### src/hdl/icache_pkg.sv
// Line size is fixed at 64 bytes on a 64-bit memory port, and each instruction has 14 MMU flag bits
package icache_pkg;

	// Beats in one 64-byte line
	localparam int ICACHE_LINE_BEATS = 8;

	typedef logic [31:0] addr_t;
	typedef logic [1:0]  mmumod_t;
	typedef logic [31:0] inst_t;
	typedef logic [13:0] mmu_flags_t;

	// Two instructions, lower address in the low half
	typedef logic [63:0] beat_t;

	// Address bits 31 to 6
	typedef logic [25:0] line_addr_t;

	// Beat 0 sits in the low bits
	typedef logic [ICACHE_LINE_BEATS*64-1:0] line_data_t;

	// One {flags1, flags0} pair per beat
	typedef logic [ICACHE_LINE_BEATS*28-1:0] line_flags_t;

	typedef struct packed {
		addr_t   addr;
		mmumod_t mmumod;
	} fetch_req_t;

	typedef struct packed {
		beat_t      data;
		mmu_flags_t flags0;
		mmu_flags_t flags1;
		logic       pagefault;
	} mem_beat_t;

	// One stored beat with its flags
	typedef struct packed {
		beat_t      data;
		mmu_flags_t flags0;
		mmu_flags_t flags1;
	} line_word_t;

	typedef struct packed {
		logic       valid0;
		logic       valid1;
		logic       pagefault;
		inst_t      inst0;
		mmu_flags_t flags0;
		inst_t      inst1;
		mmu_flags_t flags1;
	} inst_pair_t;

	typedef struct packed {
		logic       valid;
		logic       hit;
		logic       way;
		fetch_req_t req;
		beat_t      data;
		mmu_flags_t flags0;
		mmu_flags_t flags1;
	} lookup_result_t;

	// Read strobe plus the LRU touch of the current hit
	typedef struct packed {
		logic read;
		logic touch;
		logic touch_way;
	} store_rd_t;

	typedef enum logic [1:0] {
		IDLE,
		REQUEST,
		COLLECT,
		DELIVER
	} refill_state_t;

endpackage

### src/hdl/icache_deliver_stage.sv
// Combinational output mux; valids drop while fetch holds the output
module icache_deliver_stage import icache_pkg::*; (
	input  lookup_result_t lookup,
	input  inst_pair_t     refill_out,
	input  logic           refill_busy,
	input  logic           fetch_lock_in,
	output inst_pair_t     inst_out,
	output logic           fetch_lock
);

	inst_pair_t hit_pair;
	inst_pair_t sel_pair;
	logic       hi_half;
	logic       hit_valid;

	assign hi_half   = lookup.req.addr[2];
	assign hit_valid = lookup.valid && lookup.hit;

	always_comb begin
		hit_pair.valid0    = hit_valid;
		// Odd word address gives a single instruction
		hit_pair.valid1    = hit_valid && !hi_half;
		hit_pair.pagefault = 1'b0;
		hit_pair.inst0     = hi_half ? lookup.data[63:32] : lookup.data[31:0];
		hit_pair.flags0    = hi_half ? lookup.flags1 : lookup.flags0;
		hit_pair.inst1     = lookup.data[63:32];
		hit_pair.flags1    = lookup.flags1;
	end

	assign sel_pair = refill_busy ? refill_out : hit_pair;

	always_comb begin
		inst_out        = sel_pair;
		inst_out.valid0 = sel_pair.valid0 && !fetch_lock_in;
		inst_out.valid1 = sel_pair.valid1 && !fetch_lock_in;
	end

	// Pending miss locks fetch before the refill takes it
	assign fetch_lock = refill_busy || (lookup.valid && !lookup.hit) || fetch_lock_in;

endmodule

### config.mk
export PLATFORM = sky130hd
export DESIGN_NAME = icache_deliver_stage
export DESIGN_NICKNAME = d
export VERILOG_FILES = /design/src/hdl/icache_pkg.sv /design/src/hdl/icache_deliver_stage.sv
export SDC_FILE = /design/constraint.sdc
export NUM_CORES = 1
export LEC_CHECK = 0
export BUFFER_PORTS_ARGS = -buffer_cell sky130_fd_sc_hd__buf_4
export CORE_AREA = 10 10 116 118
export DETAILED_ROUTE_END_ITERATION = 8
export DIE_AREA = 0 0 126 128
export GPL_TIMING_DRIVEN = 0
export PLACE_DENSITY_LB_ADDON = 0.15
export SLEW_MARGIN = 20
export SYNTH_ARGS = -nofsm -noshare
export SYNTH_HDL_FRONTEND = slang
export SYNTH_SLANG_ARGS = --single-unit
### constraint.sdc
create_clock -name vclk -period 2.03
set_input_delay 0.406 -clock vclk [all_inputs]
set_output_delay 0.406 -clock vclk [all_outputs]
set_load 0.05 [all_outputs]
==> results.txt <==
----------------------------------------------------
[Logic synthesis]
  Portion of netlist area occupied by mux cells ... 0.591
  Fraction of synthesized cell area in xor and xnor cells ... 0
  Synth Area in Compound Gates ... 0.150
  Adder and majority cell fraction of the synthesized area ... 0
  Post-synthesis cell area ... 0.00166 mm2
  Number of library cell types mapped by synthesis ... 17
  Sequential area share after synthesis ... 0
  Simple logic cell fraction of the synthesized area ... 0.126
  Gate Count Post-Synth ... 215
  Largest family of logic cells by synthesized area ... multiplexers
  Nets in the synthesized netlist ... 441
  Synthesized area divided by synthesized cell count ... 7.70 um2
  Number of warning messages in the yosys log ... 0

[Global route]
  Number of antenna violations at the first check in global routing ... 0
  Total routing usage reported by global routing ... 0.126
  Most crowded layer after global routing ... met2
  Vias in the first global route ... 2977
  Global-route wire length before repair ... 16.8 mm
  Global-route track usage on met1 ... 0.129
  Maximum number of pins on one net before global-route repair ... 11
  Routing usage on met2 ... 0.253
  Gr ovfl total ... 0
  Met3 routing resource usage after global routing ... 0.0397

[Timing]
  Final hold violation count ... 0
  Max Clock Freq ... 557 MHz
  Final critical-path share of the clock period ... 0.885
  Worst rel slew slack ... 0.687
  Worst slew pin tran ... 469 ps
  Setup-violating endpoint count in the final report ... 0
  Shortest period the worst path allows ... 1800 ps
  Final count of pins violating max slew ... 0
  Unrepaired setup endpoints after global routing ... false
  Min setup slack post-route ... 233 ps

[Setup path]
  Capturing element type of the critical path ... output port
  Critical path peak fanout ... 10
  Slowest stage cell, crit path ... mux2i_1
  Crit start category ... input pin
  Type of the worst setup path ... in2out
  CP peak stage delay ... 230 ps
  Series of cell instances along the critical path ... buf_4 > buf_6 > buf_12 > mux2i_1 > o21ai_1 > buf_4
  Data required, critical path ... 1620 ps
  Critical Path AT ... 1390 ps
  Most Frequent Cell on Critical Path ... buf_4

[Cells and area]
  Seq cells ... 0
  Total area of sequential cells ... 0 um2
  Number of nets at the end of the flow ... 730
  Area delta synth->final ... 141%
  Area taken by multi-input logic gates ... 0.00144 mm2
  Number of clock buffers in the layout ... 0
  Antenna Cells ... 0
  Top library cells by usage in the layout, fill and taps aside ... buf_4 (288), nand2_1 (48), mux2i_1 (46), mux2_2 (46), o21ai_1 (41)
  Ratio of cells with drive above 1 in the final layout ... 0.703
  Most common cell after layout, fill and taps aside ... buf_4
  Fillcell total ... 1216
  Post-Layout Cell Count ... 645

[Run]
  Max-capacitance violation count ... 0

[Placed design]
  GP Congestion ... 0.802
  Sum of net half-perimeters after detailed placement ... 10.3 mm
  Port Buffer Count ... 287
  Post-placement cell count ... 645
  Worst Setup Slack post-DPL ... 204 ps

[Min path]
  Class of the tightest hold or removal check ... in2out

[Routing]
  Pre-Repair DR Iteration Count ... 4
  Via Count ... 2692
  Remaining design rule violation count ... 0
  Post-DRT Antenna Nets ... 0
  Routed length per placed instance ... 18.1 um
  Drt initial violations ... 61
  Final WL ... 11.7 mm
  Number of vias per cell ... 4.17

[Clock network]
  Post-CTS setup buffer count ... 0
  # hold bufs at CTS ... 0
  Number of gates given a new drive strength after cts ... 0

[Power]
  Total Power Consumption ... 0.00146 W
  Peak VDD IR ... 0.167 mV
  Cell Pwr Density ... 366 mW/mm2
  Leak pwr ... 2.14 nW

[Outcome]
  Status ... completed

[Die]
  Die boundary height ... 128 um
  DIE WIDTH ... 126 um
  Core Footprint ... 0.0112 mm2
  Cell Rows ... 39
  Die Area ... 0.0161 mm2
  Initial cell density of the core ... 0.147
  Num ports ... 322

----------------------------------------------------
[stage by stage]
step | area [um2] | TNS, ps | utilization | hold slack [ps]
after floorplan | 1660 | -821 | - | 987
after global placement | 3990 | 0 | 0.355 | 1120
after detailed placement | 3990 | 0 | 0.355 | 1120
after CTS | 3990 | 0 | 0.355 | 1120
after global routing | 3990 | 0 | 0.355 | 1150
final | 3990 | 0 | 0.355 | 1120
[area by class of cell]
type | instances | share of cell area
Inverter | 1 | 0.000941
Buffer | 21 | 0.0540
Timing Repair Buffer | 287 | 0.540
Tap cell | 143 | 0.0449
Multi-Input combinational cell | 193 | 0.360
[power by group]
| group | internal [W] | switching [W] | leakage, nW |
|---|---|---|---|
| clock network | 0 | 0 | 0 |
| registers | 0 | 0 | 0 |
| logic | 0.000601 | 0.000858 | 2.14 |
[critical path: cells and delay by family]
family / cells / cell delay, ps
compound gates: 1 / 80
mux: 1 / 230
buf+inv: 4 / 650
[cell families after synthesis]
| logic type | Yosys count |
|---|---|
| compound gates | 49 |
| mux | 92 |
| simple gates | 52 |
| buf+inv | 22 |
[path summary, 6_finish.rpt]
path | start | to | cells after the start | slack, ps
worst max-delay path | lookup[96] | inst_out[55] | 6 | 230
worst min-delay path | fetch_lock_in | inst_out[93] | 3 | 1120
[layer usage]
metal	vias to the layer above	wire length, um
met5	-	0
met4	0	40
met3	2	1060
met2	140	6410
met1	1198	4170
li1	1352	-
[cell usage after synthesis]
cell type  instances  area [um2]
and2_1             1        6.26
o21ai_0            7        35.0
nor2_1             1        3.75
nand2_1           48         180
buf_6              8        90.1
buf_2              6        30.0
buf_12             4        80.1
o21ai_1           39         195
inv_1              1        3.75
a21oi_1            2        10.0
mux2i_1           46         460
mux2_2            46         518
nand4bb_1          1        11.3
buf_4              1        7.51
nand3b_1           1        7.51
o21ai_2            1        8.76
clkbuf_1           2        7.51
No activity file was read; power rests on OpenSTA's default activity.
