File: src/hdl/icache_pkg.sv
// Line size is fixed at 64 bytes on a 64-bit memory port, and each instruction has 14 MMU flag bits
package icache_pkg;

	// Beats in one 64-byte line
	localparam int ICACHE_LINE_BEATS = 8;

	typedef logic [31:0] addr_t;
	typedef logic [1:0]  mmumod_t;
	typedef logic [31:0] inst_t;
	typedef logic [13:0] mmu_flags_t;

	// Two instructions, lower address in the low half
	typedef logic [63:0] beat_t;

	// Address bits 31 to 6
	typedef logic [25:0] line_addr_t;

	// Beat 0 sits in the low bits
	typedef logic [ICACHE_LINE_BEATS*64-1:0] line_data_t;

	// One {flags1, flags0} pair per beat
	typedef logic [ICACHE_LINE_BEATS*28-1:0] line_flags_t;

	typedef struct packed {
		addr_t   addr;
		mmumod_t mmumod;
	} fetch_req_t;

	typedef struct packed {
		beat_t      data;
		mmu_flags_t flags0;
		mmu_flags_t flags1;
		logic       pagefault;
	} mem_beat_t;

	// One stored beat with its flags
	typedef struct packed {
		beat_t      data;
		mmu_flags_t flags0;
		mmu_flags_t flags1;
	} line_word_t;

	typedef struct packed {
		logic       valid0;
		logic       valid1;
		logic       pagefault;
		inst_t      inst0;
		mmu_flags_t flags0;
		inst_t      inst1;
		mmu_flags_t flags1;
	} inst_pair_t;

	typedef struct packed {
		logic       valid;
		logic       hit;
		logic       way;
		fetch_req_t req;
		beat_t      data;
		mmu_flags_t flags0;
		mmu_flags_t flags1;
	} lookup_result_t;

	// Read strobe plus the LRU touch of the current hit
	typedef struct packed {
		logic read;
		logic touch;
		logic touch_way;
	} store_rd_t;

	typedef enum logic [1:0] {
		IDLE,
		REQUEST,
		COLLECT,
		DELIVER
	} refill_state_t;

endpackage

File: src/hdl/icache_lookup_stage.sv
// Accepts one request per cycle when fetch_lock is low; the result holds while hold is high
module icache_lookup_stage import icache_pkg::*; #(
	parameter int ICACHE_SET_COUNT = 16,
	localparam int IDX_W = $clog2(ICACHE_SET_COUNT),
	localparam int TAG_W = 26 - IDX_W
) (
	input  logic                  iCLOCK,
	input  logic                  inRESET,
	input  logic                  fetch_req,
	input  fetch_req_t            fetch,
	input  logic                  fetch_lock,
	input  logic                  hold,
	input  logic                  cancel,
	output store_rd_t             rd_en,
	output logic [IDX_W-1:0]      rd_index,
	output logic [2:0]            word_sel,
	input  logic [1:0][TAG_W-1:0] rd_tags,
	input  logic [1:0]            rd_valid,
	input  logic                  rd_lru,
	input  line_word_t [1:0]      rd_line_word,
	output lookup_result_t        result
);

	logic       valid_q;
	fetch_req_t req_q;
	logic       accept;
	logic [1:0] way_hit;
	logic       hit;
	logic       way;

	assign accept = fetch_req && !fetch_lock;

	always_ff @(posedge iCLOCK or negedge inRESET) begin
		if (!inRESET) begin
			valid_q <= 1'b0;
		end else if (cancel) begin
			valid_q <= 1'b0;
		end else if (accept) begin
			valid_q <= 1'b1;
		end else if (!hold) begin
			valid_q <= 1'b0;
		end
	end

	always_ff @(posedge iCLOCK) begin
		if (accept) begin
			req_q <= fetch;
		end
	end

	// Store read starts together with acceptance
	assign rd_index = fetch.addr[6 +: IDX_W];
	assign word_sel = fetch.addr[5:3];

	always_comb begin
		for (int w = 0; w < 2; w++) begin
			way_hit[w] = rd_valid[w] && (rd_tags[w] == req_q.addr[31 -: TAG_W]);
		end
	end

	assign hit = |way_hit;
	// On a miss the way field names the victim
	assign way = hit ? way_hit[1] : rd_lru;

	assign rd_en.read      = accept;
	assign rd_en.touch     = valid_q && hit;
	assign rd_en.touch_way = way_hit[1];

	assign result.valid  = valid_q;
	assign result.hit    = hit;
	assign result.way    = way;
	assign result.req    = req_q;
	assign result.data   = rd_line_word[way].data;
	assign result.flags0 = rd_line_word[way].flags0;
	assign result.flags1 = rd_line_word[way].flags1;

endmodule

File: config.mk
export PLATFORM = sky130hd
export DESIGN_NAME = icache_lookup_stage
export DESIGN_NICKNAME = d
export VERILOG_FILES = /design/src/hdl/icache_pkg.sv /design/src/hdl/icache_lookup_stage.sv
export SDC_FILE = /design/constraint.sdc
export NUM_CORES = 1
export LEC_CHECK = 0
export BUFFER_PORTS_ARGS = -buffer_cell sky130_fd_sc_hd__buf_4
export CAP_MARGIN = 40
export CORE_AREA = 8 8 153 155
export DETAILED_ROUTE_END_ITERATION = 12
export DIE_AREA = 0 0 161 163
export HOLD_SLACK_MARGIN = 0.06
export PLACE_DENSITY = 0.55
export SLEW_MARGIN = 10
export SYNTH_ARGS = -nofsm -noshare
export SYNTH_HDL_FRONTEND = slang
export SYNTH_SLANG_ARGS = --single-unit
File: constraint.sdc
create_clock -name iCLOCK -period 6.44 [get_ports iCLOCK]
set_input_delay 1.61 -clock iCLOCK [delete_from_list [all_inputs] [get_ports iCLOCK]]
set_output_delay 1.61 -clock iCLOCK [all_outputs]
set_load 0.05 [all_outputs]
==> results of run 1 <==
-- final cells by class --
| class | count | area share [%] |
|---|---|---|
| Sequential cell | 35 | 16.0 |
| Antenna cell | 1 | 0.0383 |
| Tap cell | 275 | 5.27 |
| Clock buffer | 6 | 1.97 |
| Clock inverter | 2 | 0.192 |
| Multi-Input combinational cell | 158 | 28.2 |
| Timing Repair Buffer | 416 | 48.2 |
| Inverter | 1 | 0.0575 |
-- power by group --
part | total (mW) | internal (mW) | switching (mW)
clock network | 0.237 | 0.143 | 0.0948
logic | 0.609 | 0.267 | 0.342
registers | 0.282 | 0.268 | 0.0141
-- synth_stat cells --
master	instances
nand4_1	9
xor2_1	7
buf_4	11
nand3_1	2
buf_2	2
a21oi_1	1
edfxtp_1	34
a21oi_2	1
nand2b_1	1
and2_1	1
mux2_2	23
or4_4	1
dfrtp_1	1
nor3_4	1
mux2_4	69
inv_1	1
nor2_1	1
nor2b_1	1
nor3_1	1
buf_6	8
nor4_1	2
xnor2_1	37
-- cells by family after synthesis --
kind of cell    share of synthesized area [%]
buf+inv                                  6.09
simple gates                             4.37
mux                                      42.3
compound gates                          0.450
flops                                    34.2
xor+xnor                                 12.6
-- sequential cells by signal, summed over array words and instances, names as in the netlist --
register and flops:
valid_q 1, result 34
-- routing by layer --
layer | up-vias | part of all wire [%] | GRT usage (%)
met3 | 16 | 10 | 5.66
met5 | - | 0.13 | 0
met2 | 239 | 52 | 25.7
li1 | 1589 | - | -
met1 | 1538 | 37 | 14.9
met4 | 4 | 0.90 | 2.44
-- how the worst max path moves through the flow --
stage                      from          to  slack (ns)  depth (start not counted)
floorplan            fetch_lock    rd_en[2]        1.19                          2
global placement     rd_tags[2]  result[91]        0.83                         10
detailed placement   rd_tags[5]  result[90]        0.78                         10
CTS                  rd_tags[5]  result[90]        0.78                         10
global route        rd_tags[12]  result[90]        0.58                         10
finish               rd_tags[5]  result[90]        0.86                         10
-- stage by stage --
stage,area [um^2],util (%),std cells,hold slack (ns)
final,6530,31.4,894,0.551
after global routing,6530,31.3,893,0.588
after CTS,6530,31.3,893,0.550
after detailed placement,6380,30.7,885,0.535
after global placement,6380,30.7,885,0.528
after floorplan,3060,-,215,0.501
-- worst max-delay path: stages --
cell and delay (ns):
buf_4 0.11, xnor2_1 0.20, nand4_1 0.18, nor4_1 0.30
nand3_1 0.19, a21oi_4 0.22, buf_12 0.23, buf_12 0.30
mux2_2 0.38, buf_4 0.19
==> run_results.csv, run 1 <==
group,metric,value,unit
timing,slew_violations,0,
yosys,synth_top_area_share,33.9,%
placement,post-place-ws,0.778,ns
layout,layout-drive-gt1-share,84.0,%
clock_network,cts.sinks,35,
clock_network,cts.repair.resized,0,
setup_path,rr_startpoint,"valid_q$_DFFE_PN0P_",
route,viasPerCell,3.79,
clock_network,clkTransAtPathRegs,0.06,ns
worst_hold_path,holdPathStages,2,
route,drtIter0Drc,143,
status,status,"complete, no violations",
layout,syn2layout_area_growth,113,%
route,wl_per_cell,22.5,um
setup_path,crit_type,"in -> out",
clock_network,max-clock-path-buffers,2,
timing,maxSlewHeadroom,68.4,%
timing,maxClockFrequency,0.179,GHz
placement,io_buffers,409,
worst_hold_path,hold_class,"reg -> reg",
timing,hold_violations,0,
timing,period_minus_slack,5.58,ns
route,dr.pass1.iters,4,
yosys,ys_seq_area_share,34.2,%
worst_hold_path,min-delay-start,"valid_q$_DFFE_PN0P_",
floorplan,core_area,20800,um^2
yosys,syn_area_per_cell,14.2,um^2
yosys,yosysWarningCount,0,
floorplan,ios,410,
layout,multiInputGateArea,1840,um^2
setup_path,cp_max_fo,36,
yosys,syn_inst,215,
clock_network,holdBufCountCts,0,
yosys,synth_top_area_cell,"mux2_4",
global_route,grt_first_pass_wirelength,27.1,mm
timing,layout_setup_ws,0.855,ns
global_route,grt_usage,14.0,%
floorplan,die_h,163,um
yosys,synth_area,3060,um^2
yosys,synth_seq_cells,35,
placement,hpwl,17.8,mm
timing,fin_worst_skew,0,ns
clock_network,clock_latency,0.28,ns
clock_network,post-cts-setup-buffers,0,
power,p_total,1.13,mW
floorplan,initial_utilization,14.7,%
setup_path,reg2reg_depth,2,
power,pwr_density_cell,173,nW/um^2
floorplan,row_count,53,
layout,register_area,1050,um^2
layout,final_cell_mix,"414 x buf_4, 69 x mux2_4, 37 x xnor2_1, 34 x edfxtp_1, 23 x mux2_2",
timing,worstMarginPinSlew,0.474,ns
yosys,synth_fp_nets,486,
placement,gp_congestion,0.836,
yosys,synth_area_leaders,"mux2_4 34%, edfxtp_1 33%, xnor2_1 11%",
setup_path,end_kind,"output pin",
global_route,first_global_vias,3812,
timing,finalSetupViolCount,0,
global_route,grt_overflow,0,
worst_hold_path,hold_end,"valid_q$_DFFE_PN0P_",
global_route,grt_max_degree,37,
power,leakage,3.23,nW
timing,timing.setup.tns,0,ns
power,vdd_ir_drop_max,0.166,mV
layout,fill_cells,2202,
global_route,antenna_found_initial,3,
layout,layout_commonest_cell,"buf_4",
layout,nNetsFinal,888,
setup_path,start_kind,"primary input",
clock_network,numCtsBuffers,5,
yosys,ys_types,22,
route,num_vias,3386,
route,ant_nets,0,
timing,finalCritPeriodShare,86.7,%
setup_path,arrival,3.97,ns
route,routed_wl,20.1,mm
run,maxCapViolCount,0,
clock_network,cts-root-buf,"clkbuf_16",
floorplan,dieWidth,161,um
setup_path,crit_required,4.83,ns
clock_network,cts_tree,"done",
floorplan,dieArea,26200,um^2
timing,rsz0062_at_grt,"false",
route,drc,0,
clock_network,htree_levels,2,
setup_path,r2r-end,"valid_q$_DFFE_PN0P_",
setup_path,r2r_slack,5.74,ns
No activity file was read; power rests on OpenSTA's default activity.
==> run 2: changes to the inputs <==
--- a/config.mk
+++ b/config.mk
@@ -5,13 +5,13 @@
 export SDC_FILE = /design/constraint.sdc
 export NUM_CORES = 1
 export LEC_CHECK = 0
-export BUFFER_PORTS_ARGS = -buffer_cell sky130_fd_sc_hd__buf_4
 export CAP_MARGIN = 40
-export CORE_AREA = 8 8 153 155
+export CORE_AREA = 8 8 154 156
 export DETAILED_ROUTE_END_ITERATION = 12
-export DIE_AREA = 0 0 161 163
+export DIE_AREA = 0 0 162 164
+export DONT_BUFFER_PORTS = 1
 export HOLD_SLACK_MARGIN = 0.06
-export PLACE_DENSITY = 0.55
+export PLACE_DENSITY = 0.3
 export SLEW_MARGIN = 10
 export SYNTH_ARGS = -nofsm -noshare
 export SYNTH_HDL_FRONTEND = slang
==> run 2 against run 1 <==
  * Design area decreased by 46%
  * Sequential power increased by 20%
  * Clock-buffer cell count decreased by 1
  * Sequential cell count unchanged
  * Clock power increased by 5%
  * Clock skew unchanged
  * Critical path depth decreased by 1
==> run_results.csv, run 2 (synthesis gave the netlist of run 1 again) <==
group,metric,value,unit
status,status,"complete, no violations",
route,wl_per_cell,35.2,um
setup_path,crit_start,"rd_tags[11]",
floorplan,core_area,21400,um^2
setup_path,worst-path-buf-inv,3,
clock_network,clock_latency,0.29,ns
clock_network,cts_tree,"done",
global_route,first_global_vias,2200,
timing,maxSlewHeadroom,55.6,%
power,swShare,44.1,%
setup_path,crit_chain,"xnor2_1 -> nand4_1 -> nor4_1 -> buf_4 -> nand3_1 -> a21oi_4 -> buf_12 -> buf_12 -> mux2_4",
layout,layout-drive-gt1-share,54.0,%
setup_path,end_kind,"output pin",
layout,final_cell_mix,"69 x mux2_4, 37 x xnor2_1, 34 x edfxtp_1, 23 x mux2_2, 9 x nand4_1",
route,drc,0,
setup_path,r2r-end,"valid_q$_DFFE_PN0P_",
global_route,grt_max_degree,35,
clock_network,clkTransAtPathRegs,0.06,ns
placement,dp.cells,485,
clock_network,max-clock-path-buffers,2,
clock_network,htree_levels,2,
timing,rsz0062_at_grt,"false",
setup_path,cp_max_fo,28,
run,maxCapViolCount,0,
floorplan,row_count,54,
timing,timing.setup.tns,0,ns
layout,nNetsFinal,483,
power,netSwitchingPower,403,uW
clock_network,numCtsBuffers,5,
global_route,grt_usage,11.9,%
clock_network,cts-root-buf,"clkbuf_16",
clock_network,cts.repair.resized,0,
layout,multiInputGateArea,1840,um^2
power,leakage,1.29,nW
placement,gp_congestion,0.798,
route,routed_wl,17.4,mm
setup_path,worst_path_largest_cell_delay,0.41,ns
timing,fin_worst_skew,0,ns
setup_path,start_kind,"primary input",
timing,slew_violations,0,
power,vdd_ir_drop_max,0.120,mV
route,ant_nets,0,
power,pwr-share-clk,27.1,%
timing,finalCritPeriodShare,84.7,%
layout,layout_commonest_cell,"mux2_4",
layout,register_area,1050,um^2
timing,period_minus_slack,5.46,ns
power,combPwrFrac,36.0,%
layout,largest_reg_flops,34,
setup_path,crit_required,4.83,ns
setup_path,crit_cells,9,
route,num_vias,1882,
global_route,grt_overflow,0,
floorplan,ios,410,
setup_path,cp_common_cell,"buf_12",
setup_path,reg2reg_depth,2,
clock_network,post-cts-setup-buffers,0,
route,dr.pass1.iters,4,
placement,post-place-ws,0.885,ns
route,drtIter0Drc,61,
power,p_seq_share,36.9,%
setup_path,cp_top_family,"simple AND/OR/NAND/NOR gates",
timing,worstMarginPinSlew,0.666,ns
floorplan,dieArea,26600,um^2
floorplan,dieWidth,162,um
global_route,antenna_found_initial,2,
setup_path,crit_type,"in -> out",
setup_path,rr_startpoint,"valid_q$_DFFE_PN0P_",
setup_path,r2r_slack,5.48,ns
timing,hold_violations,0,
setup_path,critPathSlowestCell,"mux2_4",
floorplan,initial_utilization,14.3,%
power,p_int,511,uW
timing,finalSetupViolCount,0,
worst_hold_path,hold_class,"reg -> reg",
power,pwr_density_cell,258,nW/um^2
placement,io_buffers,0,
setup_path,arrival,3.85,ns
timing,maxClockFrequency,0.183,GHz
setup_path,crit_end,"result[28]",
clock_network,holdBufCountCts,0,
floorplan,die_h,164,um
placement,hpwl,15.8,mm
layout,syn2layout_area_growth,15.7,%
route,viasPerCell,3.81,
global_route,grt_first_pass_wirelength,22.0,mm
layout,fin_cells,494,
clock_network,cts.sinks,35,
timing,layout_setup_ws,0.985,ns
layout,fill_cells,2362,
run 2: cell types whose count changed in the layout (fill, tap and decap cells not counted):
cell	change
inv_6	+1
buf_12	+3
buf_4	-408
clkinv_2	-1
clkinvlp_4	+1
clkbuf_1	-1
run 2: worst min-delay path by stage:
stage / to / cells past startpoint / slack [ns] / start
finish: valid_q$_DFFE_PN0P_ / 2 / 0.88 / valid_q$_DFFE_PN0P_
CTS: valid_q$_DFFE_PN0P_ / 2 / 0.89 / valid_q$_DFFE_PN0P_
detailed placement: valid_q$_DFFE_PN0P_ / 2 / 0.88 / valid_q$_DFFE_PN0P_
floorplan: valid_q$_DFFE_PN0P_ / 2 / 0.50 / valid_q$_DFFE_PN0P_
global route: valid_q$_DFFE_PN0P_ / 2 / 0.92 / valid_q$_DFFE_PN0P_
global placement: valid_q$_DFFE_PN0P_ / 2 / 0.88 / valid_q$_DFFE_PN0P_
run 2: cell type report:
| cell class | count | area share (%) |
|---|---|---|
| multi-input cells | 158 | 52.1 |
| flip-flops and latches | 35 | 29.6 |
| well taps | 280 | 9.90 |
| repair buffers | 11 | 4.10 |
| clock buffers | 5 | 3.53 |
| clock inverters | 3 | 0.672 |
| inverters | 1 | 0.106 |
| diodes | 1 | 0.0707 |
run 2: power groups by stage:
| stage | Clock (mW) | Combinational, mW | Sequential, mW |
|---|---|---|---|
| floorplan | 0 | 0.308 | 0.334 |
| global placement | 0 | 0.331 | 0.343 |
| detailed placement | 0 | 0.334 | 0.342 |
| CTS | 0.256 | 0.335 | 0.338 |
| global route | 0.264 | 0.340 | 0.340 |
| finish | 0.248 | 0.329 | 0.337 |
run 2: through the flow:
stage / hold WS [ns] / area [um^2] / util (%) / total power [mW]
2_1_floorplan: 0.501 / 3060 / - / 0.642
3_3_place_gp: 0.876 / 3390 / 15.9 / 0.675
3_5_place_dp: 0.880 / 3390 / 15.9 / 0.676
4_1_cts: 0.891 / 3540 / 16.6 / 0.930
5_1_grt: 0.917 / 3540 / 16.6 / 0.944
6_report: 0.882 / 3540 / 16.6 / 0.913
run 2: per-layer routing:
metal | vias to the layer above | share of wire (%) | track usage (%) | wire, um
li1 | 775 | - | - | -
met1 | 869 | 32 | 11.2 | 5490
met2 | 221 | 52 | 21.7 | 8980
met3 | 13 | 16 | 7.32 | 2700
met4 | 4 | 0.94 | 2.36 | 163
met5 | - | 0.16 | 0 | 27
run 2: worst reg2reg max path, delay by kind of cell (launching register included):
kind,cells,cell delay (ns)
DFF,1,0.57
AOI/OAI and AO/OA,1,0.23
and+or+nand+nor,1,0.05
