<file path="src/hdl/icache_pkg.sv">
// Line size is fixed at 64 bytes on a 64-bit memory port, and each instruction has 14 MMU flag bits
package icache_pkg;

	// Beats in one 64-byte line
	localparam int ICACHE_LINE_BEATS = 8;

	typedef logic [31:0] addr_t;
	typedef logic [1:0]  mmumod_t;
	typedef logic [31:0] inst_t;
	typedef logic [13:0] mmu_flags_t;

	// Two instructions, lower address in the low half
	typedef logic [63:0] beat_t;

	// Address bits 31 to 6
	typedef logic [25:0] line_addr_t;

	// Beat 0 sits in the low bits
	typedef logic [ICACHE_LINE_BEATS*64-1:0] line_data_t;

	// One {flags1, flags0} pair per beat
	typedef logic [ICACHE_LINE_BEATS*28-1:0] line_flags_t;

	typedef struct packed {
		addr_t   addr;
		mmumod_t mmumod;
	} fetch_req_t;

	typedef struct packed {
		beat_t      data;
		mmu_flags_t flags0;
		mmu_flags_t flags1;
		logic       pagefault;
	} mem_beat_t;

	// One stored beat with its flags
	typedef struct packed {
		beat_t      data;
		mmu_flags_t flags0;
		mmu_flags_t flags1;
	} line_word_t;

	typedef struct packed {
		logic       valid0;
		logic       valid1;
		logic       pagefault;
		inst_t      inst0;
		mmu_flags_t flags0;
		inst_t      inst1;
		mmu_flags_t flags1;
	} inst_pair_t;

	typedef struct packed {
		logic       valid;
		logic       hit;
		logic       way;
		fetch_req_t req;
		beat_t      data;
		mmu_flags_t flags0;
		mmu_flags_t flags1;
	} lookup_result_t;

	// Read strobe plus the LRU touch of the current hit
	typedef struct packed {
		logic read;
		logic touch;
		logic touch_way;
	} store_rd_t;

	typedef enum logic [1:0] {
		IDLE,
		REQUEST,
		COLLECT,
		DELIVER
	} refill_state_t;

endpackage

</file>
<file path="src/hdl/icache_refill_unit.sv">
// Memory must answer every issued request in order; a faulted or cancelled refill writes nothing
module icache_refill_unit import icache_pkg::*; (
	input  logic           iCLOCK,
	input  logic           inRESET,
	input  lookup_result_t lookup,
	input  logic           cancel,
	input  logic           out_hold,
	output logic           mem_req,
	output addr_t          mem_addr,
	output mmumod_t        mem_mmumod,
	input  logic           mem_lock,
	input  logic           mem_beat_valid,
	input  mem_beat_t      mem_beat,
	output logic           wr_en,
	output line_addr_t     wr_line,
	output logic           wr_way,
	output line_data_t     wr_data,
	output line_flags_t    wr_flags,
	output inst_pair_t     refill_out,
	output logic           busy
);

	localparam logic [3:0] LAST_BEAT = 4'(ICACHE_LINE_BEATS - 1);

	refill_state_t state_q;
	fetch_req_t    req_q;
	logic          way_q;
	logic [3:0]    req_cnt_q;
	logic [3:0]    rx_cnt_q;
	logic          fault_q;
	logic          cancelled_q;
	line_data_t    line_q;
	line_flags_t   flags_q;
	line_word_t    word_q;
	logic          start;
	logic          issue;
	logic          beat_in;
	logic          drained;
	logic          drop;
	logic          leave;
	logic          hi_half;

	assign start   = lookup.valid && !lookup.hit && !out_hold && !cancel;
	assign issue   = (state_q == REQUEST) && !mem_lock;
	assign beat_in = mem_beat_valid && (state_q != IDLE);
	// All issued beats are back
	assign drained = rx_cnt_q == req_cnt_q;
	assign drop    = cancelled_q || cancel;
	assign leave   = (state_q == DELIVER) && drained && (!out_hold || drop);

	always_ff @(posedge iCLOCK or negedge inRESET) begin
		if (!inRESET) begin
			state_q     <= IDLE;
			req_cnt_q   <= 4'd0;
			rx_cnt_q    <= 4'd0;
			fault_q     <= 1'b0;
			cancelled_q <= 1'b0;
		end else begin
			if (issue) begin
				req_cnt_q <= req_cnt_q + 4'd1;
			end
			if (beat_in) begin
				rx_cnt_q <= rx_cnt_q + 4'd1;
			end
			if (cancel && (state_q != IDLE)) begin
				cancelled_q <= 1'b1;
			end

			case (state_q)
				IDLE: begin
					if (start) begin
						state_q     <= REQUEST;
						req_cnt_q   <= 4'd0;
						rx_cnt_q    <= 4'd0;
						fault_q     <= 1'b0;
						cancelled_q <= 1'b0;
					end
				end
				REQUEST: begin
					// A fault stops further requests
					if (beat_in && mem_beat.pagefault) begin
						fault_q <= 1'b1;
						state_q <= DELIVER;
					end else if (issue && (req_cnt_q == LAST_BEAT)) begin
						state_q <= COLLECT;
					end
				end
				COLLECT: begin
					if (beat_in && (mem_beat.pagefault || (rx_cnt_q == LAST_BEAT))) begin
						fault_q <= mem_beat.pagefault;
						state_q <= DELIVER;
					end
				end
				DELIVER: begin
					if (leave) begin
						state_q <= IDLE;
					end
				end
				default: begin
					state_q <= IDLE;
				end
			endcase
		end
	end

	// Line buffer fills from the top, so beat 0 ends up lowest
	always_ff @(posedge iCLOCK) begin
		if (start) begin
			req_q <= lookup.req;
			way_q <= lookup.way;
		end
		if (beat_in) begin
			line_q  <= {mem_beat.data, line_q[$bits(line_data_t)-1:64]};
			flags_q <= {mem_beat.flags1, mem_beat.flags0, flags_q[$bits(line_flags_t)-1:28]};
			if (rx_cnt_q[2:0] == req_q.addr[5:3]) begin
				word_q.data   <= mem_beat.data;
				word_q.flags0 <= mem_beat.flags0;
				word_q.flags1 <= mem_beat.flags1;
			end
		end
	end

	assign mem_req    = issue;
	assign mem_addr   = {req_q.addr[31:6], req_cnt_q[2:0], 3'b000};
	assign mem_mmumod = req_q.mmumod;

	assign wr_en    = leave && !fault_q && !drop;
	assign wr_line  = req_q.addr[31:6];
	assign wr_way   = way_q;
	assign wr_data  = line_q;
	assign wr_flags = flags_q;

	assign busy    = state_q != IDLE;
	assign hi_half = req_q.addr[2];

	always_comb begin
		// Offered once, after the last outstanding beat
		refill_out.valid0    = (state_q == DELIVER) && drained && !cancelled_q;
		// Only the faulting slot is reported
		refill_out.valid1    = refill_out.valid0 && !fault_q && !hi_half;
		refill_out.pagefault = fault_q;
		refill_out.inst0     = hi_half ? word_q.data[63:32] : word_q.data[31:0];
		refill_out.flags0    = hi_half ? word_q.flags1 : word_q.flags0;
		refill_out.inst1     = word_q.data[63:32];
		refill_out.flags1    = word_q.flags1;
	end

endmodule

</file>
<file path="config.mk">
export PLATFORM = sky130hd
export DESIGN_NAME = icache_refill_unit
export DESIGN_NICKNAME = d
export VERILOG_FILES = /design/src/hdl/icache_pkg.sv /design/src/hdl/icache_refill_unit.sv
export SDC_FILE = /design/constraint.sdc
export NUM_CORES = 1
export LEC_CHECK = 0
export BUFFER_PORTS_ARGS = -buffer_cell sky130_fd_sc_hd__buf_4
export CAP_MARGIN = 20
export CORE_AREA = 2 2 438 440
export CTS_CLUSTER_SIZE = 40
export DETAILED_ROUTE_END_ITERATION = 16
export DIE_AREA = 0 0 440 442
export SKIP_CTS_REPAIR_TIMING = 1
export SLEW_MARGIN = 20
export SYNTH_ARGS = -nofsm -noshare
export SYNTH_HDL_FRONTEND = slang
export SYNTH_SLANG_ARGS = --single-unit
</file>
<file path="constraint.sdc">
create_clock -name iCLOCK -period 16.95 [get_ports iCLOCK]
set_clock_uncertainty 0.2 [all_clocks]
set_input_delay 1.695 -clock iCLOCK [delete_from_list [all_inputs] [get_ports iCLOCK]]
set_output_delay 1.695 -clock iCLOCK [all_outputs]
set_load 0.005 [all_outputs]
</file>
==> impl_results.md, run 1 <==
- Worst r2r src: state_q[1]
- Initial core utilization: 0.148
- Port buffer count: 1025
- Hold Crit Depth: 0
- Routed Wire Length: 117 mm
- Outcome: finished, final reports clean
- First-iteration detailed-routing DRC count: 1462
- Relative max-transition margin: 0.300
- Max VDD drop: 0.0000851 V
- Core Util, Final: 0.219
- Most common cell after layout, fill and taps aside: buf_4
- Commonest cells after routing, fill and taps aside: buf_4 (1035), edfxtp_1 (861), clkbuf_16 (98), mux2_2 (47), clkinv_2 (20)
- Max stage delay on crit path: 0.78 ns
- Seq/Total Area, Yosys: 0.932
- WP buf/inv: 6
- I/O pin cnt: 1123
- Min-Delay Endpoint: wr_data[330]
- Synth Warn #: 0
- Highest Clock Rate: 0.207 GHz
- Clock Latency Late Sink: 0.73 ns
- Post-DP HPWL: 94.0 mm
- CTS Root Buffer Type: clkbuf_16
- TritonCTS clock tree: yes
- Crit. End Element: register
- DRC errors left: 0
- Filler cells: 19710
- Top FF cell, synth: edfxtp_1
- Critical-path maximum fanout: 66
- Max-Cap Viols: 0
- Core ar.: 0.190 mm²
- Sink Count: 873
- Fin crit period: 4.84 ns
- Grt total ovfl: 0
- Gpl congestion: 0.963
- Worst hold path class: reg -> reg
- Area of the multi-input gates: 0.00105 mm²
- Slowest CP cell: buf_4
- Num CTS Buffers: 97
- Initial antenna violation count: 18
- Total number of vias: 15466
- Final ANT Viol Nets: 0
- Die ar.: 0.194 mm²
- Worst EP required: 17.06 ns
- Post-synth cell types: 32
- Number of synthesized flops with an enable pin: 861
- Routed WL per cell: 24.8 µm
- Leakage: 15.4 nW
- # setup viols final: 0
- Register area: 0.0262 mm²
- R2r worst-path depth: 8
- Max Slew Vio Count: 0
- Critical path's top delay family: buffers and inverters
- Final worst-path cycle share: 0.285
- Vias per cell: 3.27
- Die height: 442 µm
- RSZ-0062 raised after global routing: false
- Cell Rows: 160
- Kind of critical path: in -> reg
- Global-route wire length before repair: 146 mm
- Slew @ Worst Pin: 1.05 ns
- Hold Violations, Final: 0
- Setup_tns: 0 ns
- Hold path startpoint: wr_data[394]
- Die W: 440 µm
- Layout cell share with drive strength beyond 1: 0.562
- Post-synth ARST share: 0.0137
- Tot GR Track Use: 0.114
- DRT Pass-1 Iters: 5
- Clock tree buffer depth: 3
- FF-to-FF End: wr_data[116]
- Largest net degree at the start of global routing: 172
- Number of global-route vias before repair: 14818
- Pwr Density: 168 mW/mm²
- Most used cell, CP: buf_4
- Number of synthesized register bits: 873
- Flop2flop setup slack: 12.31 ns
- Clock transition at path regs: 0.06 ns
- Synthesized area: 0.0280 mm²
- Mean post-synth cell area: 25.4 µm²
- Area grow syn2layout: 48.2%
- # nets final: 2366
- Cell Chain, Critical Path: buf_4 > nand2b_1 > clkinvlp_4 > buf_4 > buf_4 > buf_16 > buf_4
- CTS H-tree depth: 3
- Critical Path AT: 4.95 ns
- Cell count after synthesis: 1106
- Startpoint Class: input port
area by class of cell:
type	count	area share
Timing Repair Buffer	1038	0.189
Antenna cell	2	0.000120
Inverter	6	0.000632
Clock inverter	65	0.0198
Clock buffer	115	0.0605
Tap cell	2511	0.0756
Sequential cell	873	0.629
Multi-Input combinational cell	115	0.0253
cell families after synthesis:
group           after synthesis  synth area share
other cells                   1          0.000134
flops                       873             0.932
compound gates               12           0.00379
simple gates                 31           0.00616
xor+xnor                     13           0.00406
mux                          49            0.0198
buf+inv                     120            0.0305
fa+ha+maj                     7           0.00312
where the power goes:
group          leakage, nW  switching [mW]  internal, mW
Combinational         5.42           0.673         0.588
Sequential            8.30           0.421          3.09
Clock                 1.64           0.917          1.30
worst max-delay path by stage:
stage / slack [ns] / start / end / depth (start not counted)
floorplan: 3.27 / mem_beat_valid / wr_data[0] / 2
global placement: 11.21 / mem_beat_valid / wr_data[382] / 6
detailed placement: 11.15 / mem_beat_valid / wr_data[382] / 6
CTS: 11.93 / mem_beat_valid / wr_data[382] / 6
global route: 11.90 / mem_beat_valid / wr_data[382] / 7
finish: 12.11 / mem_beat_valid / wr_data[116] / 7
Yosys cell counts, types with 2 or more instances:
cell / number / area share
nand4_1: 2 / 0.00045
mux2_2: 47 / 0.019
nor2_1: 11 / 0.0015
clkbuf_1: 4 / 0.00054
nand2_1: 6 / 0.00080
nor4_1: 3 / 0.00067
buf_2: 3 / 0.00054
xor2_1: 11 / 0.0034
a21oi_1: 6 / 0.0011
dfrtp_1: 12 / 0.011
edfxtp_1: 861 / 0.92
buf_4: 107 / 0.029
nor2b_1: 2 / 0.00045
xnor2_1: 2 / 0.00062
ha_1: 7 / 0.0031
inv_1: 6 / 0.00080
routing by layer:
metal,global-route usage,wire length (µm)
met3,0.0368,10300
met5,0,13
met1,0.131,43800
met4,0.0318,2530
met2,0.201,60300
sequential cells by signal, summed over array words and instances, names as in the netlist:
register     flops
mem_addr        26
rx_cnt_q         4
hi_half          1
wr_data        512
req_q            3
wr_flags       224
req_cnt_q        4
state_q          2
cancelled_q      1
word_q          46
refill_out      46
mem_mmumod       2
fault_q          1
wr_way           1
stage by stage:
step | hold WS, ns | instances | cell area, µm² | power, mW | worst slack (ns)
after detailed placement | 0.233 | 4542 | 38200 | 4.85 | 11.15
after global placement | 0.231 | 4542 | 38200 | 4.83 | 11.21
after global routing | 0.232 | 4724 | 41600 | 7.25 | 11.90
after CTS | 0.213 | 4722 | 41500 | 7.09 | 11.93
after floorplan | 0.252 | 1108 | 28100 | 3.86 | 3.27
final | 0.231 | 4725 | 41600 | 7.00 | 12.11
Power figures use the tool's default switching activity.
==> run 2, diff against run 1 <==
- CORE_AREA: 2 2 438 440 -> 2 2 441 443
- DIE_AREA: 0 0 440 442 -> 0 0 443 445
- clock period: 16.95 -> 4.54 ns (I/O delays scaled with it)
==> run 2 against run 1 <==
Sequential cell count is the same. Sequential share of layout area fell by 2.1 points. Critical path depth down 2. Utilization grew 0.48 points. Setup slack worse by 11 ns. Clock power increased to 3.6 times the previous value. Die area increased by 1.4%. Combinational power rose to 4.0 times the previous value. Wire length is 4.8% higher. Worst hold slack got worse by 0.19 ns. Power grew to 3.7 times the previous value. Non-clock buffer count up 142. Critical path type is now reg -> out. Largest power group unchanged.
==> impl_results.md, run 2 (synthesis results as in run 1) <==
- PnR worst setup slack: 1.09 ns
- Grt total ovfl: 0
- Final ANT Viol Nets: 0
- DRC errors left: 0
- Total number of vias: 16011
- Highest Clock Rate: 0.290 GHz
- Clock Latency Late Sink: 0.72 ns
- Clock transition at path regs: 0.06 ns
- Crit. End Element: output pin
- Vias per cell: 3.28
- Pint: 18.5 mW
- Sw Share: 0.293
- Global-route wire length before repair: 151 mm
- Critical-path maximum fanout: 5
- Largest net degree at the start of global routing: 107
- Relative max-transition margin: 0.387
- Final worst-path cycle share: 0.760
- Max-Cap Viols: 0
- Gpl congestion: 0.901
- Critical Path AT: 2.79 ns
- Sink Count: 873
- Clk pwr share: 0.307
- Fin crit period: 3.45 ns
- Hold Violations, Final: 0
- Max VDD drop: 0.000323 V
- Worst hold path class: in -> reg
- RSZ-0062 raised after global routing: false
- Tot GR Track Use: 0.116
- Commonest cells after routing, fill and taps aside: buf_4 (1040), edfxtp_1 (861), dlygate4sd3_1 (129), clkbuf_16 (94), mux2_2 (47)
- Final hold slack: 0.0453 ns
- Most common cell after layout, fill and taps aside: buf_4
- Pwr Density: 609 mW/mm²
- Die height: 445 µm
- Finished Layout Cells: 4879
- CTS Root Buffer Type: clkbuf_16
- Cell Rows: 161
- Post-DP HPWL: 99.7 mm
- Pwr Total: 26.2 mW
- Leakage: 15.9 nW
- Startpoint Class: register
- TritonCTS clock tree: yes
- Routed WL per cell: 25.1 µm
- Logic gate share of total power: 0.194
- Cell count after placement: 4571
- Port buffer count: 1025
- Clock tree buffer depth: 3
- Initial antenna violation count: 10
- Core ar.: 0.192 mm²
- Worst EP required: 3.89 ns
- Switch Pwr: 7.67 mW
- Die W: 443 µm
- Outcome: finished, final reports clean
- Max reg flops: 512
- Die ar.: 0.197 mm²
- CTS H-tree depth: 3
- Kind of critical path: reg -> out
- # nets final: 2505
- Register share of total power: 0.499
- First-iteration detailed-routing DRC count: 1305
- I/O pin cnt: 1123
- Slew @ Worst Pin: 0.920 ns
- Setup WS pre-CTS: 1.58 ns
- Number of global-route vias before repair: 14774
- Area grow syn2layout: 53.3%
- Max Slew Vio Count: 0
- Initial core utilization: 0.146
- # setup viols final: 0
- Layout cell share with drive strength beyond 1: 0.533
- DRT Pass-1 Iters: 5
- Routed Wire Length: 123 mm
- Num CTS Buffers: 94
- Setup_tns: 0 ns
## run 2: final timing paths
kind / end / slack (ns) / cells after the start / startpoint
max: wr_en / 1.09 / 5 / rx_cnt_q[0]
min: fault_q / 0.05 / 4 / mem_beat[0]
max reg2reg: wr_data[199] / 1.81 / 6 / state_q[1]
min reg2reg: wr_data[426] / 0.22 / 0 / wr_data[490]
max in group asynchronous: req_cnt_q[2] / 3.12 / 3 / inRESET
min in group asynchronous: rx_cnt_q[3] / 0.64 / 3 / inRESET
## run 2: metal layers
metal	wire length [µm]	GRT usage	vias to the layer above
li1	-	-	6611
met1	45000	0.133	8436
met2	62300	0.200	832
met3	11600	0.0427	132
met4	3600	0.0386	0
met5	0	0	-
## run 2: through the flow
stage	instance area, µm²	util
2_1_floorplan	28100	-
3_3_place_gp	38400	0.200
3_5_place_dp	38500	0.200
4_1_cts	41700	0.217
5_1_grt	43000	0.224
6_report	43000	0.224
## run 2: worst max-delay path, cell delays in order, from the launching register on
cell	delay, ns
dfrtp_1	0.44
xor2_1	0.20
nor4_1	0.44
nand2_1	0.42
nor4b_1	0.38
buf_4	0.19
## run 2: final cells by class
| cell class | count | area, µm² |
|---|---|---|
| tap | 2526 | 3160 |
| fill | 19847 | 149000 |
| clock inverter | 59 | 818 |
| inverter | 6 | 26.3 |
| antenna | 6 | 15.0 |
| clock buffer | 114 | 2430 |
| timing repair buffer | 1180 | 9330 |
| multi-input combinational | 115 | 1080 |
| sequential | 873 | 26200 |
## run 2: power groups by stage
stage	clock, mW	sequential [mW]	combinational (mW)
4_1_cts	8.26	13.1	5.13
5_1_grt	8.56	13.3	5.38
3_3_place_gp	0	13.2	5.11
2_1_floorplan	0	12.2	0.898
3_5_place_dp	0	13.2	5.12
6_report	8.04	13.1	5.09
==> run 3, diff against run 2 <==
- CORE_AREA: 2 2 441 443 -> 2 2 438 440
- DIE_AREA: 0 0 443 445 -> 0 0 440 442
- clock period: 4.54 -> 2.8 ns (I/O delays scaled with it)
==> run 3 against run 2 <==
The flow now finishes with violations (negative setup slack). Non-clock buffer count up 32. Setup slack worse by 1.1 ns. Sequential share of layout area down 0.47 points. Worst hold slack better by 0.038 ns. Critical path depth up 3. Utilization up 0.46 points. Combinational power up 69%. Clock power up 58%. Critical path type is now in -> reg. Largest cell class unchanged.
==> impl_results.md, run 3 (synthesis results as in run 1) <==
- Outcome: finished, violations left
- Failing checks: negative setup slack
- Critical Path AT: 3.24 ns
- Setup WS pre-CTS: 0.491 ns
- Die ar.: 0.194 mm²
- Filler cells: 19571
- Final ANT Viol Nets: 0
- Clock tree buffer depth: 3
- Die height: 442 µm
- Most used cell, CP: dlygate4sd3_1
- Post-DP Area: 0.0387 mm²
- Initial antenna violation count: 7
- Pwr Density: 980 mW/mm²
- DRT Pass-1 Iters: 5
- Layout cell share with drive strength beyond 1: 0.536
- Layout Cell Area excl Fill: 0.0434 mm²
- TritonCTS clock tree: yes
- Cell Chain, Critical Path: dlygate4sd3_1 > buf_4 > or4b_4 > a32oi_2 > dlygate4sd3_1 > nand4_2 > dlygate4sd3_1 > o22ai_1
- Pwr Total: 42.5 mW
- Leakage: 16.1 nW
- Vias per cell: 3.30
- Crit. End Element: register
- Clock transition at path regs: 0.06 ns
- Hold path startpoint: lookup[106]
- Highest Clock Rate: 0.354 GHz
- # nets final: 2540
- First-iteration detailed-routing DRC count: 1463
- PnR worst setup slack: -0.0228 ns
- Max Slew Vio Count: 0
- Core ar.: 0.190 mm²
- WP buf/inv: 4
- Port buffer count: 1025
- # setup viols final: 1
- DRC errors left: 0
- Clock Latency Late Sink: 0.72 ns
- Routed Wire Length: 123 mm
- Tot GR Track Use: 0.119
- Max VDD drop: 0.000546 V
- Final hold slack: 0.0838 ns
- Area grow syn2layout: 54.5%
- Die W: 440 µm
- Fin crit period: 2.82 ns
- Worst hold path class: in -> reg
- Number of global-route vias before repair: 14776
- Core Util, Final: 0.229
- Hold Violations, Final: 0
- Max reg flops: 512
- Max stage delay on crit path: 0.61 ns
- Final worst-path cycle share: 1.01
- Startpoint Class: input port
- Num CTS Buffers: 97
- Relative max-transition margin: 0.569
- Max-Cap Viols: 0
- Gpl congestion: 0.947
- Worst r2r src: state_q[1]
- Critical-path maximum fanout: 4
- RSZ-0062 raised after global routing: true
- Largest net degree at the start of global routing: 64
- Commonest cells after routing, fill and taps aside: buf_4 (1045), edfxtp_1 (861), dlygate4sd3_1 (141), clkbuf_16 (99), mux2_2 (47)
- CTS H-tree depth: 3
- Worst EP required: 3.22 ns
- Flop2flop setup slack: 0.10 ns
- Cell Rows: 160
- Kind of critical path: in -> reg
- Total number of vias: 16148
- Sink Count: 873
- Critical path's top delay family: buffers and inverters
- Routed WL per cell: 25.1 µm
- Slew @ Worst Pin: 0.646 ns
- Initial core utilization: 0.148
- I/O pin cnt: 1123
- Slowest CP cell: dlygate4sd3_1
- Post-DP HPWL: 99.9 mm
- Crit path from: out_hold
- CTS Root Buffer Type: clkbuf_16
- Global-route wire length before repair: 151 mm
- Grt total ovfl: 0
- Most common cell after layout, fill and taps aside: buf_4
==> run 3: final timing paths <==
path / endpoint / cells after the start
setup / recovery: state_q[0] / 8
hold / removal: mem_addr[12] / 2
setup reg to reg: state_q[0] / 6
hold reg to reg: wr_flags[70] / 0
max in group asynchronous: rx_cnt_q[2] / 3
min in group asynchronous: fault_q / 3
==> run 3: worst register-to-register path, stage by stage, from the launching register on <==
cell and delay (ns):
dfrtp_1 0.44, ha_1 0.28, a32oi_2 0.21, dlygate4sd3_1 0.61, nand4_2 0.13, dlygate4sd3_1 0.60, o22ai_1 0.16
==> run 3: area by class of cell <==
| class | instances | area, µm² | area share |
|---|---|---|---|
| Sequential cell | 873 | 26200 | 0.603 |
| Tap cell | 2511 | 3140 | 0.0725 |
| Clock inverter | 55 | 587 | 0.0135 |
| Multi-Input combinational cell | 115 | 1100 | 0.0254 |
| Clock buffer | 119 | 2560 | 0.0591 |
| Timing Repair Buffer | 1212 | 9760 | 0.225 |
| Antenna cell | 5 | 12.5 | 0.000289 |
| Inverter | 6 | 26.3 | 0.000606 |
==> run 3: power breakdown <==
part	internal, mW	total [mW]	switching, mW
Clock	7.31	12.7	5.40
Sequential	18.7	21.2	2.52
Combinational	4.18	8.61	4.43
==> run 3: through the flow <==
step	cells	setup TNS, ns
after CTS	4744	-0.334
after detailed placement	4570	0
after global routing	4892	-0.205
after global placement	4570	0
after floorplan	1108	-7345.53
final	4896	-0.0228
==> run 3: per-layer routing <==
metal / wire (µm) / up-vias / share of wire / global-route usage
met4: 2260 / 0 / 0.018 / 0.0275
met2: 61300 / 844 / 0.50 / 0.202
li1: - / 6690 / - / -
met1: 45600 / 8472 / 0.37 / 0.135
met3: 13600 / 142 / 0.11 / 0.0528
met5: 0 / - / 0 / 0
